File: config.mk
export PLATFORM = sky130hd
export DESIGN_NAME = x68k_glue_top
export DESIGN_NICKNAME = d
export VERILOG_FILES = /design/src/hw/x68k_timing_pkg.sv /design/src/hw/x68k_host_pkg.sv /design/src/hw/activity_led.sv /design/src/hw/clock_enable_gen.sv /design/src/hw/host_status_regs.sv /design/src/hw/loader_bridge.sv /design/src/hw/media_reset_seq.sv /design/src/hw/x68k_glue_top.sv
export SDC_FILE = /design/constraint.sdc
export NUM_CORES = 1
export LEC_CHECK = 0
export BUFFER_PORTS_ARGS = -buffer_cell sky130_fd_sc_hd__clkbuf_2
export CORE_UTILIZATION = 31
export DETAILED_ROUTE_END_ITERATION = 6
export SYNTH_ARGS = -nofsm -noshare
export SYNTH_HDL_FRONTEND = slang
export SYNTH_SLANG_ARGS = --single-unit
File: constraint.sdc
create_clock -name clk_sys -period 7.75 [get_ports clk_sys]
set_input_delay 1.55 -clock clk_sys [delete_from_list [all_inputs] [get_ports clk_sys]]
set_output_delay 1.55 -clock clk_sys [all_outputs]
set_load 0.02 [all_outputs]
File: src/hw/x68k_timing_pkg.sv
/*
 Timing constants for the X68000 glue logic.
 Holds the drive counts, the clock enable divider ratios and the
 default hold lengths that the top level passes to its blocks.
*/
`default_nettype none

package x68k_timing_pkg;

	// Image slots: two floppies, the hard disk, then SRAM
	localparam int NUM_DRIVES = 4;
	localparam int NUM_FDD = 2;
	localparam int HDD_SLOT = 2;

	// Enable periods in clk_sys cycles
	localparam int SYS_CE_DIV = 4;
	localparam int SND_DIV_FAST = 5;
	localparam int SND_DIV_SLOW = 10;
	localparam int OPM_DIV_A = 10;
	localparam int OPM_DIV_B = 20;

	// Hold lengths for a 40 MHz system clock
	// Mount eject phase, roughly 0.4 s
	localparam int DEF_MOUNT_EJECT_LEN = 16711680;
	localparam int DEF_MOUNT_PRESENT_LEN = 65535;
	localparam int DEF_EJECT_LEN = 65535;
	localparam int DEF_HDD_RESET_LEN = 65535;
	// Disk light stays on about 0.1 s after the last access
	localparam int DEF_LED_HOLD_LEN = 4500000;

endpackage

`default_nettype wire

File: src/hw/x68k_host_pkg.sv
/*
 Host controller word layouts.
 Bit positions in the 64-bit status word and the types for the
 joysticks and the per-drive masks.
*/
`default_nettype none

package x68k_host_pkg;

	localparam int STATUS_W = 64;

	typedef logic [STATUS_W-1:0] status_word_t;

	// Status word bit positions
	localparam int ST_RESET = 0;
	localparam int ST_VID_HZ = 3;
	localparam int ST_TURBO = 4;
	localparam int ST_NMI = 7;
	localparam int ST_POWER = 8;
	localparam int ST_FDSYNC_LO = 9;
	localparam int ST_EJECT_LO = 11;
	localparam int ST_SRAM_LD = 13;
	localparam int ST_SRAM_ST = 14;

	// Host pad: directions in 3:0, fire in 5:4, diagonal aliases in 7:6
	typedef logic [15:0] host_joy_t;
	// Core pad, active low
	typedef logic [5:0] core_joy_t;

	typedef logic [x68k_timing_pkg::NUM_DRIVES-1:0] drive_mask_t;
	typedef logic [x68k_timing_pkg::NUM_FDD-1:0] fdd_mask_t;

endpackage

`default_nettype wire

File: src/hw/activity_led.sv
/*
 Pulse stretcher for the disk activity lights.
 Every pulse reloads a down-counter, the output stays lit while
 the counter runs.
*/
`timescale 1ns/100ps
`default_nettype none

module activity_led #(
	parameter int HOLD_LEN = x68k_timing_pkg::DEF_LED_HOLD_LEN
) (
	input  wire  clk_sys,
	input  wire  reset_delayed,
	input  wire  pulse_i,
	output logic active_o
);

	localparam int CNT_W = $clog2(HOLD_LEN + 1);

	logic [CNT_W-1:0] hold_cnt;

	always_ff @(posedge clk_sys) begin
		if (reset_delayed) begin
			hold_cnt <= '0;
			active_o <= 1'b0;
		end else begin
			if (pulse_i)
				hold_cnt <= CNT_W'(HOLD_LEN);
			else if (hold_cnt != '0)
				hold_cnt <= hold_cnt - CNT_W'(1);
			active_o <= pulse_i || (hold_cnt != '0);
		end
	end

endmodule

`default_nettype wire

File: src/hw/clock_enable_gen.sv
/*
 Clock enables for the core.
 Free-running dividers on clk_sys give the system, CPU phase, sound
 and FM synth enables. Turbo switches the CPU phases to every cycle.
*/
`timescale 1ns/100ps
`default_nettype none

module clock_enable_gen (
	input  wire        clk_sys,
	input  wire        reset_delayed,
	input  wire        turbo_i,
	input  wire        snd_clockmode_i,
	output logic       sys_ce_o,
	output logic       mpu_cep_o,
	output logic       mpu_cen_o,
	output logic       snd_ce_o,
	output logic [1:0] opm_ce_o
);

	localparam int SYS_W = $clog2(x68k_timing_pkg::SYS_CE_DIV);
	localparam int FAST_W = $clog2(x68k_timing_pkg::SND_DIV_FAST);
	localparam int SLOW_W = $clog2(x68k_timing_pkg::SND_DIV_SLOW);
	localparam int OPMA_W = $clog2(x68k_timing_pkg::OPM_DIV_A);
	localparam int OPMB_W = $clog2(x68k_timing_pkg::OPM_DIV_B);

	localparam logic [SYS_W-1:0] SYS_LAST = SYS_W'(x68k_timing_pkg::SYS_CE_DIV - 1);
	// Negative phase sits halfway through the system period
	localparam logic [SYS_W-1:0] SYS_HALF = SYS_W'(x68k_timing_pkg::SYS_CE_DIV / 2 - 1);
	localparam logic [FAST_W-1:0] FAST_LAST = FAST_W'(x68k_timing_pkg::SND_DIV_FAST - 1);
	localparam logic [SLOW_W-1:0] SLOW_LAST = SLOW_W'(x68k_timing_pkg::SND_DIV_SLOW - 1);
	localparam logic [OPMA_W-1:0] OPMA_LAST = OPMA_W'(x68k_timing_pkg::OPM_DIV_A - 1);
	localparam logic [OPMB_W-1:0] OPMB_LAST = OPMB_W'(x68k_timing_pkg::OPM_DIV_B - 1);

	logic [SYS_W-1:0]  div_sys;
	logic [FAST_W-1:0] div_fast;
	logic [SLOW_W-1:0] div_slow;
	logic [OPMA_W-1:0] div_opm_a;
	logic [OPMB_W-1:0] div_opm_b;
	logic              turbo;

	always_ff @(posedge clk_sys) begin
		if (reset_delayed) begin
			div_sys <= '0;
			div_fast <= '0;
			div_slow <= '0;
			div_opm_a <= '0;
			div_opm_b <= '0;
			turbo <= 1'b0;
			sys_ce_o <= 1'b0;
			mpu_cep_o <= 1'b0;
			mpu_cen_o <= 1'b0;
			snd_ce_o <= 1'b0;
			opm_ce_o <= '0;
		end else begin
			div_sys <= (div_sys == SYS_LAST) ? '0 : div_sys + SYS_W'(1);
			div_fast <= (div_fast == FAST_LAST) ? '0 : div_fast + FAST_W'(1);
			div_slow <= (div_slow == SLOW_LAST) ? '0 : div_slow + SLOW_W'(1);
			div_opm_a <= (div_opm_a == OPMA_LAST) ? '0 : div_opm_a + OPMA_W'(1);
			div_opm_b <= (div_opm_b == OPMB_LAST) ? '0 : div_opm_b + OPMB_W'(1);

			// Mode change only between system periods
			if (div_sys == SYS_LAST)
				turbo <= turbo_i;

			sys_ce_o <= (div_sys == SYS_LAST);
			mpu_cep_o <= turbo ? div_sys[0] : (div_sys == SYS_LAST);
			mpu_cen_o <= turbo ? ~div_sys[0] : (div_sys == SYS_HALF);
			snd_ce_o <= snd_clockmode_i ? (div_slow == SLOW_LAST) : (div_fast == FAST_LAST);
			opm_ce_o <= {div_opm_b == OPMB_LAST, div_opm_a == OPMA_LAST};
		end
	end

endmodule

`default_nettype wire

File: src/hw/host_status_regs.sv
/*
 Host status and joystick registers.
 Samples the status word and both pads once per clock and decodes
 them into the control fields the core and the sequencer expect.
*/
`timescale 1ns/100ps
`default_nettype none

module host_status_regs (
	input  wire                          clk_sys,
	input  wire                          reset_delayed,
	input  x68k_host_pkg::status_word_t  status_i,
	input  x68k_host_pkg::host_joy_t     joy0_i,
	input  x68k_host_pkg::host_joy_t     joy1_i,
	input  wire  [1:0]                   buttons_i,
	output logic                         turbo_o,
	output logic                         reset_req_o,
	output x68k_host_pkg::fdd_mask_t     fdd_eject_req_o,
	output logic                         vid_hz_o,
	output logic [1:0]                   psw_n_o,
	output x68k_host_pkg::fdd_mask_t     fdsync_o,
	output logic                         sram_ld_o,
	output logic                         sram_st_o,
	output x68k_host_pkg::core_joy_t     core_joy_a_o,
	output x68k_host_pkg::core_joy_t     core_joy_b_o
);

	// Fire 2, fire 1, then the directions merged with the diagonal pad
	function automatic x68k_host_pkg::core_joy_t map_joy(input x68k_host_pkg::host_joy_t j);
		return ~{j[5:4], j[0] | j[6], j[1] | j[6], j[2] | j[7], j[3] | j[7]};
	endfunction

	always_ff @(posedge clk_sys) begin
		if (reset_delayed) begin
			turbo_o <= 1'b0;
			reset_req_o <= 1'b0;
			fdd_eject_req_o <= '0;
		end else begin
			turbo_o <= status_i[x68k_host_pkg::ST_TURBO];
			reset_req_o <= status_i[x68k_host_pkg::ST_RESET] | buttons_i[1];
			fdd_eject_req_o <= status_i[x68k_host_pkg::ST_EJECT_LO +: x68k_timing_pkg::NUM_FDD];
		end
	end

	// Plain field decode for the core
	always_ff @(posedge clk_sys) begin
		vid_hz_o <= ~status_i[x68k_host_pkg::ST_VID_HZ];
		psw_n_o <= ~{status_i[x68k_host_pkg::ST_NMI], status_i[x68k_host_pkg::ST_POWER]};
		fdsync_o <= status_i[x68k_host_pkg::ST_FDSYNC_LO +: x68k_timing_pkg::NUM_FDD];
		sram_ld_o <= status_i[x68k_host_pkg::ST_SRAM_LD];
		sram_st_o <= status_i[x68k_host_pkg::ST_SRAM_ST];
		core_joy_a_o <= map_joy(joy0_i);
		core_joy_b_o <= map_joy(joy1_i);
	end

endmodule

`default_nettype wire

File: src/hw/loader_bridge.sv
/*
 Download bridge into the core loader.
 Each host write is captured and presented with ldr_wr_o held high
 until the core acknowledges it. Also flags the end of the download.
*/
`timescale 1ns/100ps
`default_nettype none

module loader_bridge (
	input  wire         clk_sys,
	input  wire         reset_delayed,
	input  wire         ioctl_download_i,
	input  wire         ioctl_wr_i,
	input  wire  [19:0] ioctl_addr_i,
	input  wire  [7:0]  ioctl_dout_i,
	input  wire         ldr_ack_i,
	output logic [19:0] ldr_addr_o,
	output logic [7:0]  ldr_wdat_o,
	output logic        ldr_wr_o,
	output logic        ldr_aen_o,
	output logic        ldr_done_o,
	output logic        boot_seen_o,
	output logic        download_led_o
);

	logic download_q;
	logic ack_q;

	always_ff @(posedge clk_sys) begin
		if (reset_delayed) begin
			download_q <= 1'b0;
			ack_q <= 1'b0;
			ldr_wr_o <= 1'b0;
			ldr_aen_o <= 1'b0;
			ldr_done_o <= 1'b0;
			boot_seen_o <= 1'b0;
			download_led_o <= 1'b1;
		end else begin
			download_q <= ioctl_download_i;
			ack_q <= ldr_ack_i;
			ldr_aen_o <= ioctl_download_i && !ldr_done_o;
			download_led_o <= !ioctl_download_i;

			// Drop the strobe on the ack rising edge
			if (!ack_q && ldr_ack_i && ldr_wr_o)
				ldr_wr_o <= 1'b0;
			if (ioctl_wr_i && !ldr_done_o)
				ldr_wr_o <= 1'b1;

			if (download_q && !ioctl_download_i)
				ldr_done_o <= 1'b1;
			if (!download_q && ioctl_download_i)
				boot_seen_o <= 1'b1;
		end
	end

	// A late write simply overwrites the held word
	always_ff @(posedge clk_sys) begin
		if (ioctl_wr_i && !ldr_done_o) begin
			ldr_addr_o <= ioctl_addr_i;
			ldr_wdat_o <= ioctl_dout_i;
		end
	end

endmodule

`default_nettype wire

File: src/hw/media_reset_seq.sv
/*
 Media change and core reset sequencer.
 A mount pulse plays an eject phase and then a present phase to the
 core so the guest sees the disk change. Also builds the core reset.
*/
`timescale 1ns/100ps
`default_nettype none

module media_reset_seq #(
	parameter int MOUNT_EJECT_LEN = x68k_timing_pkg::DEF_MOUNT_EJECT_LEN,
	parameter int MOUNT_PRESENT_LEN = x68k_timing_pkg::DEF_MOUNT_PRESENT_LEN,
	parameter int EJECT_LEN = x68k_timing_pkg::DEF_EJECT_LEN,
	parameter int HDD_RESET_LEN = x68k_timing_pkg::DEF_HDD_RESET_LEN
) (
	input  wire                          clk_sys,
	input  wire                          reset_delayed,
	input  x68k_host_pkg::drive_mask_t   img_mounted_i,
	input  x68k_host_pkg::fdd_mask_t     fdd_eject_req_i,
	input  wire                          reset_req_i,
	input  wire                          status_reset_i,
	input  wire                          boot_seen_i,
	output x68k_host_pkg::fdd_mask_t     fdd_eject_o,
	output x68k_host_pkg::fdd_mask_t     fdd_mounted_o,
	output logic                         hdd_mounted_o,
	output logic                         sram_mounted_o,
	output logic                         core_rst_n_o
);

	localparam int MOUNT_TOTAL = MOUNT_EJECT_LEN + MOUNT_PRESENT_LEN;
	localparam int MCNT_W = $clog2(MOUNT_TOTAL + 1);
	localparam int ECNT_W = $clog2(EJECT_LEN + 1);
	localparam int HCNT_W = $clog2(HDD_RESET_LEN + 1);
	localparam int SRAM_SLOT = x68k_timing_pkg::NUM_DRIVES - 1;

	logic [MCNT_W-1:0] mount_cnt [x68k_timing_pkg::NUM_DRIVES];
	logic [ECNT_W-1:0] eject_cnt [x68k_timing_pkg::NUM_FDD];
	logic [HCNT_W-1:0] hdd_rst_cnt;
	logic              hdd_mount_q;
	logic              status_reset_q;
	logic              init_done;
	x68k_host_pkg::fdd_mask_t eject_phase;
	x68k_host_pkg::fdd_mask_t present_phase;

	//////////////////////////////////////////////////////////////////////
	// Hold counters

	always_ff @(posedge clk_sys) begin
		if (reset_delayed) begin
			for (int i = 0; i < x68k_timing_pkg::NUM_DRIVES; i++)
				mount_cnt[i] <= '0;
			for (int i = 0; i < x68k_timing_pkg::NUM_FDD; i++)
				eject_cnt[i] <= '0;
			hdd_rst_cnt <= '0;
			hdd_mount_q <= 1'b0;
			status_reset_q <= 1'b0;
			init_done <= 1'b0;
		end else begin
			for (int i = 0; i < x68k_timing_pkg::NUM_DRIVES; i++) begin
				if (img_mounted_i[i])
					mount_cnt[i] <= MCNT_W'(MOUNT_TOTAL);
				else if (mount_cnt[i] != '0)
					mount_cnt[i] <= mount_cnt[i] - MCNT_W'(1);
			end
			// Request held high keeps the drive ejected
			for (int i = 0; i < x68k_timing_pkg::NUM_FDD; i++) begin
				if (fdd_eject_req_i[i])
					eject_cnt[i] <= ECNT_W'(EJECT_LEN);
				else if (eject_cnt[i] != '0)
					eject_cnt[i] <= eject_cnt[i] - ECNT_W'(1);
			end

			// New hard disk image restarts the machine
			hdd_mount_q <= img_mounted_i[x68k_timing_pkg::HDD_SLOT];
			if (img_mounted_i[x68k_timing_pkg::HDD_SLOT] && !hdd_mount_q)
				hdd_rst_cnt <= HCNT_W'(HDD_RESET_LEN);
			else if (hdd_rst_cnt != '0)
				hdd_rst_cnt <= hdd_rst_cnt - HCNT_W'(1);

			// Host holds reset at power up, release marks init done
			status_reset_q <= status_reset_i;
			if (status_reset_q && !status_reset_i)
				init_done <= 1'b1;
		end
	end

	// Eject phase is the upper part of the mount count
	always_comb begin
		for (int i = 0; i < x68k_timing_pkg::NUM_FDD; i++) begin
			eject_phase[i] = (mount_cnt[i] > MCNT_W'(MOUNT_PRESENT_LEN)) || (eject_cnt[i] != '0);
			present_phase[i] = !eject_phase[i] && (mount_cnt[i] != '0);
		end
	end

	//////////////////////////////////////////////////////////////////////
	// Registered outputs

	always_ff @(posedge clk_sys) begin
		if (reset_delayed) begin
			fdd_eject_o <= '0;
			fdd_mounted_o <= '0;
			hdd_mounted_o <= 1'b0;
			sram_mounted_o <= 1'b0;
			core_rst_n_o <= 1'b0;
		end else begin
			fdd_eject_o <= eject_phase;
			fdd_mounted_o <= present_phase;
			hdd_mounted_o <= (mount_cnt[x68k_timing_pkg::HDD_SLOT] != '0);
			sram_mounted_o <= (mount_cnt[SRAM_SLOT] != '0);
			core_rst_n_o <= boot_seen_i && init_done && !reset_req_i && !status_reset_i &&
				(hdd_rst_cnt == '0);
		end
	end

endmodule

`default_nettype wire

File: src/hw/x68k_glue_top.sv
/*
 Glue between the host controller and the X68000 core.
 Connects the status decode, clock enables, media sequencer, loader
 bridge and the two disk lights. Hold lengths are set here.
*/
`timescale 1ns/100ps
`default_nettype none

module x68k_glue_top #(
	parameter int MOUNT_EJECT_LEN = x68k_timing_pkg::DEF_MOUNT_EJECT_LEN,
	parameter int MOUNT_PRESENT_LEN = x68k_timing_pkg::DEF_MOUNT_PRESENT_LEN,
	parameter int EJECT_LEN = x68k_timing_pkg::DEF_EJECT_LEN,
	parameter int HDD_RESET_LEN = x68k_timing_pkg::DEF_HDD_RESET_LEN,
	parameter int LED_HOLD_LEN = x68k_timing_pkg::DEF_LED_HOLD_LEN
) (
	input  wire                          clk_sys,
	input  wire                          reset_delayed,
	// Host side
	input  x68k_host_pkg::status_word_t  status_i,
	input  x68k_host_pkg::host_joy_t     joy0_i,
	input  x68k_host_pkg::host_joy_t     joy1_i,
	input  wire  [1:0]                   buttons_i,
	input  x68k_host_pkg::drive_mask_t   img_mounted_i,
	input  x68k_host_pkg::drive_mask_t   sd_ack_i,
	input  wire                          ioctl_download_i,
	input  wire                          ioctl_wr_i,
	input  wire  [19:0]                  ioctl_addr_i,
	input  wire  [7:0]                   ioctl_dout_i,
	// Core side
	input  wire                          snd_clockmode_i,
	input  wire                          ldr_ack_i,
	output logic                         sys_ce_o,
	output logic                         mpu_cep_o,
	output logic                         mpu_cen_o,
	output logic                         snd_ce_o,
	output logic [1:0]                   opm_ce_o,
	output logic                         core_rst_n_o,
	output x68k_host_pkg::fdd_mask_t     fdd_eject_o,
	output x68k_host_pkg::fdd_mask_t     fdd_mounted_o,
	output logic                         hdd_mounted_o,
	output logic                         sram_mounted_o,
	output logic                         vid_hz_o,
	output logic [1:0]                   psw_n_o,
	output x68k_host_pkg::fdd_mask_t     fdsync_o,
	output logic                         sram_ld_o,
	output logic                         sram_st_o,
	output x68k_host_pkg::core_joy_t     core_joy_a_o,
	output x68k_host_pkg::core_joy_t     core_joy_b_o,
	output logic [19:0]                  ldr_addr_o,
	output logic [7:0]                   ldr_wdat_o,
	output logic                         ldr_wr_o,
	output logic                         ldr_aen_o,
	output logic                         ldr_done_o,
	output logic                         download_led_o,
	output logic                         fdd_active_o,
	output logic                         hdd_active_o
);

	logic                     turbo;
	logic                     reset_req;
	logic                     boot_seen;
	x68k_host_pkg::fdd_mask_t fdd_eject_req;

	//////////////////////////////////////////////////////////////////////
	// Configuration and timing

	host_status_regs u_status (
		.clk_sys         (clk_sys),
		.reset_delayed   (reset_delayed),
		.status_i        (status_i),
		.joy0_i          (joy0_i),
		.joy1_i          (joy1_i),
		.buttons_i       (buttons_i),
		.turbo_o         (turbo),
		.reset_req_o     (reset_req),
		.fdd_eject_req_o (fdd_eject_req),
		.vid_hz_o        (vid_hz_o),
		.psw_n_o         (psw_n_o),
		.fdsync_o        (fdsync_o),
		.sram_ld_o       (sram_ld_o),
		.sram_st_o       (sram_st_o),
		.core_joy_a_o    (core_joy_a_o),
		.core_joy_b_o    (core_joy_b_o)
	);

	clock_enable_gen u_ce (
		.clk_sys         (clk_sys),
		.reset_delayed   (reset_delayed),
		.turbo_i         (turbo),
		.snd_clockmode_i (snd_clockmode_i),
		.sys_ce_o        (sys_ce_o),
		.mpu_cep_o       (mpu_cep_o),
		.mpu_cen_o       (mpu_cen_o),
		.snd_ce_o        (snd_ce_o),
		.opm_ce_o        (opm_ce_o)
	);

	//////////////////////////////////////////////////////////////////////
	// Media, reset and loader

	media_reset_seq #(
		.MOUNT_EJECT_LEN   (MOUNT_EJECT_LEN),
		.MOUNT_PRESENT_LEN (MOUNT_PRESENT_LEN),
		.EJECT_LEN         (EJECT_LEN),
		.HDD_RESET_LEN     (HDD_RESET_LEN)
	) u_media (
		.clk_sys         (clk_sys),
		.reset_delayed   (reset_delayed),
		.img_mounted_i   (img_mounted_i),
		.fdd_eject_req_i (fdd_eject_req),
		.reset_req_i     (reset_req),
		.status_reset_i  (status_i[x68k_host_pkg::ST_RESET]),
		.boot_seen_i     (boot_seen),
		.fdd_eject_o     (fdd_eject_o),
		.fdd_mounted_o   (fdd_mounted_o),
		.hdd_mounted_o   (hdd_mounted_o),
		.sram_mounted_o  (sram_mounted_o),
		.core_rst_n_o    (core_rst_n_o)
	);

	loader_bridge u_loader (
		.clk_sys          (clk_sys),
		.reset_delayed    (reset_delayed),
		.ioctl_download_i (ioctl_download_i),
		.ioctl_wr_i       (ioctl_wr_i),
		.ioctl_addr_i     (ioctl_addr_i),
		.ioctl_dout_i     (ioctl_dout_i),
		.ldr_ack_i        (ldr_ack_i),
		.ldr_addr_o       (ldr_addr_o),
		.ldr_wdat_o       (ldr_wdat_o),
		.ldr_wr_o         (ldr_wr_o),
		.ldr_aen_o        (ldr_aen_o),
		.ldr_done_o       (ldr_done_o),
		.boot_seen_o      (boot_seen),
		.download_led_o   (download_led_o)
	);

	// Both floppies share one light
	activity_led #(.HOLD_LEN(LED_HOLD_LEN)) u_fdd_led (
		.clk_sys       (clk_sys),
		.reset_delayed (reset_delayed),
		.pulse_i       (|sd_ack_i[x68k_timing_pkg::NUM_FDD-1:0]),
		.active_o      (fdd_active_o)
	);

	activity_led #(.HOLD_LEN(LED_HOLD_LEN)) u_hdd_led (
		.clk_sys       (clk_sys),
		.reset_delayed (reset_delayed),
		.pulse_i       (sd_ack_i[x68k_timing_pkg::HDD_SLOT]),
		.active_o      (hdd_active_o)
	);

endmodule

`default_nettype wire

==> results.md <==
* Detailed Routing Iterations Pass 1 at 5
* H-tree lvl count at 1
* Initial standard-cell utilization of the core at 0.316
* Synthesis-to-finish area growth at 16.6%
* Setup repair after global routing missed its margin: false
* Worst setup EP type: register
* Cell seen most often among critical-path stages: sky130_fd_sc_hd__or3_1
* Count of flip-flops with a built-in enable after synthesis at 156
* Synthesized net count at 1,466
* Vias at approximately 10,000
* Count of final setup violators at 0
* Count of port buffers added during placement at 134
* Slowest cell on the critical path: sky130_fd_sc_hd__or3_1
* Clock tree from TritonCTS: done
* Total count of max-transition violations in the final report at 0
* Antenna violations before repair at 0
* Leakage power figure at 5.75 nW
* Insertion delay of the later-clocked pin in the worst-skew pair at 0.57 ns
* Longest individual stage delay on the worst path at slightly below 1 ns
* Pin count of the biggest net entering global routing at 66
* CTS clk-pin slew, worst paths at approximately 0.060 ns
* Outcome: completed
* Worst path buffer plus inverter count at 0
* Crit share post-route at 0.491
* Slew @ Worst Pin at 1.06 ns
* Core region area at 0.0421 mm²
* Avg Cell Area, Syn at about 10 µm²
* Share of the yosys chip area belonging to registers at 0.545
* Clock buffers created by TritonCTS at 31
* Master cell of the clock root buffer: sky130_fd_sc_hd__clkbuf_16
* Die Height at between 200 and 250 µm
* Fraction of registers with async set or reset after synthesis at 0
* Most used flip-flop cell after synthesis: sky130_fd_sc_hd__edfxtp_1
* Post-layout total power at 3.73 mW
* Gr usage total at 0.124
* Cts repair resizes at 0
* DPL Wire Length at 18,000 µm
* Synth unique cells at 71
* Tightest slew margin relative to the limit at 0.295
* WL final at roughly 27,000 µm
* Power Dens Cells at 240 mW/mm²
* Accumulated negative setup slack at 0 ns
* Number of buffers inserted by hold repair at cts at 0
* Synth top area cells: sky130_fd_sc_hd__edfxtp_1 35%, sky130_fd_sc_hd__dfxtp_1 19%, sky130_fd_sc_hd__xnor2_1 5.1%
* Most numerous cell types in the synthesized netlist: 161 x sky130_fd_sc_hd__nor2_1, 156 x sky130_fd_sc_hd__edfxtp_1, 129 x sky130_fd_sc_hd__dfxtp_1
* Remaining number of nets flagged by the antenna check after routing at 0
* Share of Yosys cell area claimed by the top area cell type at 0.351
* Yosys warnings at 0
* Number of synthesized register bits at 285
* Startpoint type of the worst setup path: register
* Vias per Instance at 5.03
* Worst vdd ir at 0.224 mV
* Global-route wire length before repair at around 47,000 µm
* Number of ports placed on the die boundary at slightly above 200
* Overflow after GRT at 0
* Floorplan row count at 75
* Count of mapped cells out of synthesis at between 1,000 and 1,500
* Average wire per standard cell at 13.8 µm
* Min Tclk post-route at 3.80 ns
* Summed instance area of the synthesized netlist at 0.0133 mm²
* Maximum fanout along the worst path at 24
* Clock Skews at roughly 0.022 ns
* Detailed router's first-iteration violation count at 652
* Layout cell share with drive strength beyond 1 at 0.156
* Final count of hold timing violations at 0
* Dominant cell by count in the synthesized netlist: sky130_fd_sc_hd__nor2_1
* Arrival time of data at the critical path endpoint at 3.95 ns
* Cells traversed along the worst timing path: or3_1 > nor4_1 > nand4b_1 > or3_1
* Via count of the first global-routing pass at 9,747
* Critical path type: register to register
* Worst min-delay path category: register to register
* Post-CTS Setup Inserts at 0
* Net count of the finished layout at 1,584
* Cell family with most CP delay: simple AND/OR/NAND/NOR gates
* F_max at 0.263 GHz
* Die Area at 0.0438 mm²
* Number of DRC violations after detailed routing at 0
* Routability Congestion at roughly 0.78
* Clock sink count at 285
* Buffer depth of the longest clock path at 3
* Largest area contributor in the netlist: sky130_fd_sc_hd__edfxtp_1
* Required time of the critical path at 7.89 ns
* Horizontal die dimension at 209 µm
* Count of max-cap constraint violations at 0
[stage by stage]
stage               instance area [µm²]  setup WS (ns)  hold slack [ns]  std cells  utilization
floorplan                         13300           4.42            0.426       1301            -
detailed placement                14500           3.68            0.457       1925        0.344
global placement                  14500           3.72            0.442       1925        0.344
CTS                               15500           3.98            0.465       1983        0.369
finish                            15500           3.95            0.459       1985        0.369
global route                      15500           3.65            0.482       1983        0.369
[report_power, final]
group,internal [mW],switching [mW],total (mW)
combinational,0.176,0.243,0.419
sequential,1.72,0.0970,1.81
clock,0.893,0.608,1.50
[cells in the final DEF (no fill, tap or decap), types with 7 or more instances in the layout]
cell                        count
sky130_fd_sc_hd__nand4_1        9
sky130_fd_sc_hd__edfxtp_1     156
sky130_fd_sc_hd__ha_1          25
sky130_fd_sc_hd__a21oi_1       98
sky130_fd_sc_hd__nand2_1       61
sky130_fd_sc_hd__dfxtp_1      129
sky130_fd_sc_hd__xor2_1        43
sky130_fd_sc_hd__nor3_1        59
sky130_fd_sc_hd__clkbuf_2     133
sky130_fd_sc_hd__mux2i_1        7
sky130_fd_sc_hd__clkbuf_16     34
sky130_fd_sc_hd__or2_2         10
sky130_fd_sc_hd__o21ai_0       60
sky130_fd_sc_hd__nor3b_1       11
sky130_fd_sc_hd__or3_1         28
sky130_fd_sc_hd__xnor2_1       77
sky130_fd_sc_hd__a31oi_1       34
sky130_fd_sc_hd__nor2_1       161
sky130_fd_sc_hd__nand3b_1       8
sky130_fd_sc_hd__or4_1         21
sky130_fd_sc_hd__nor4_1        39
sky130_fd_sc_hd__inv_1         48
sky130_fd_sc_hd__a211oi_1      10
sky130_fd_sc_hd__nand3_1       30
sky130_fd_sc_hd__nand2b_1       8
sky130_fd_sc_hd__nand4b_1       9
sky130_fd_sc_hd__and2_1         7
sky130_fd_sc_hd__o31ai_1       16
sky130_fd_sc_hd__nor2b_1       11
[final timing paths]
path	from	end	slack, ns	depth (start not counted)
worst max-delay path	u_media.mount_cnt[3][12]	u_media.mount_cnt[3][22]	3.95	4
worst min-delay path	u_ce.div_opm_b[0]	u_ce.div_opm_b[0]	0.46	1
worst max register to register	u_media.mount_cnt[3][12]	u_media.mount_cnt[3][22]	3.95	4
worst min register to register	u_ce.div_opm_b[0]	u_ce.div_opm_b[0]	0.46	1
[sequential cells by signal, summed over array words and instances, names as in the netlist, 4 cells and up]
register	cells
u_status.core_joy_b_o	6
u_loader.ldr_addr_o	20
u_media.eject_cnt	32
u_ce.div_opm_b	5
u_status.core_joy_a_o	6
u_fdd_led.hold_cnt	23
u_media.mount_cnt	96
u_ce.div_opm_a	4
u_ce.div_slow	4
u_media.hdd_rst_cnt	16
u_hdd_led.hold_cnt	23
u_loader.ldr_wdat_o	8
[layer usage]
layer | wire [µm] | vias up | GRT usage
li1 | - | 4993 | -
met1 | 12900 | 4738 | 0.162
met2 | 12500 | 220 | 0.209
met3 | 1370 | 40 | 0.0199
met4 | 568 | 0 | 0.0396
met5 | 0 | - | 0
[cells by family after synthesis]
kind of cell / synth area share
buf+inv: 0.0309
flops: 0.545
mux: 0.00695
compound gates: 0.114
fa+ha+maj: 0.0235
simple gates: 0.201
xor+xnor: 0.0788
[final cells by class]
| type | count | area, µm² |
|---|---|---|
| Timing Repair Buffer | 138 | 703 |
| Tap cell | 539 | 674 |
| Antenna cell | 2 | 5.00 |
| Inverter | 50 | 188 |
| Clock inverter | 15 | 141 |
| Sequential cell | 285 | 7270 |
| Multi-Input combinational cell | 913 | 5650 |
| Fill cell | 4157 | 26600 |
| Clock buffer | 43 | 915 |
Note: power is estimated with default switching activity, not from simulation.
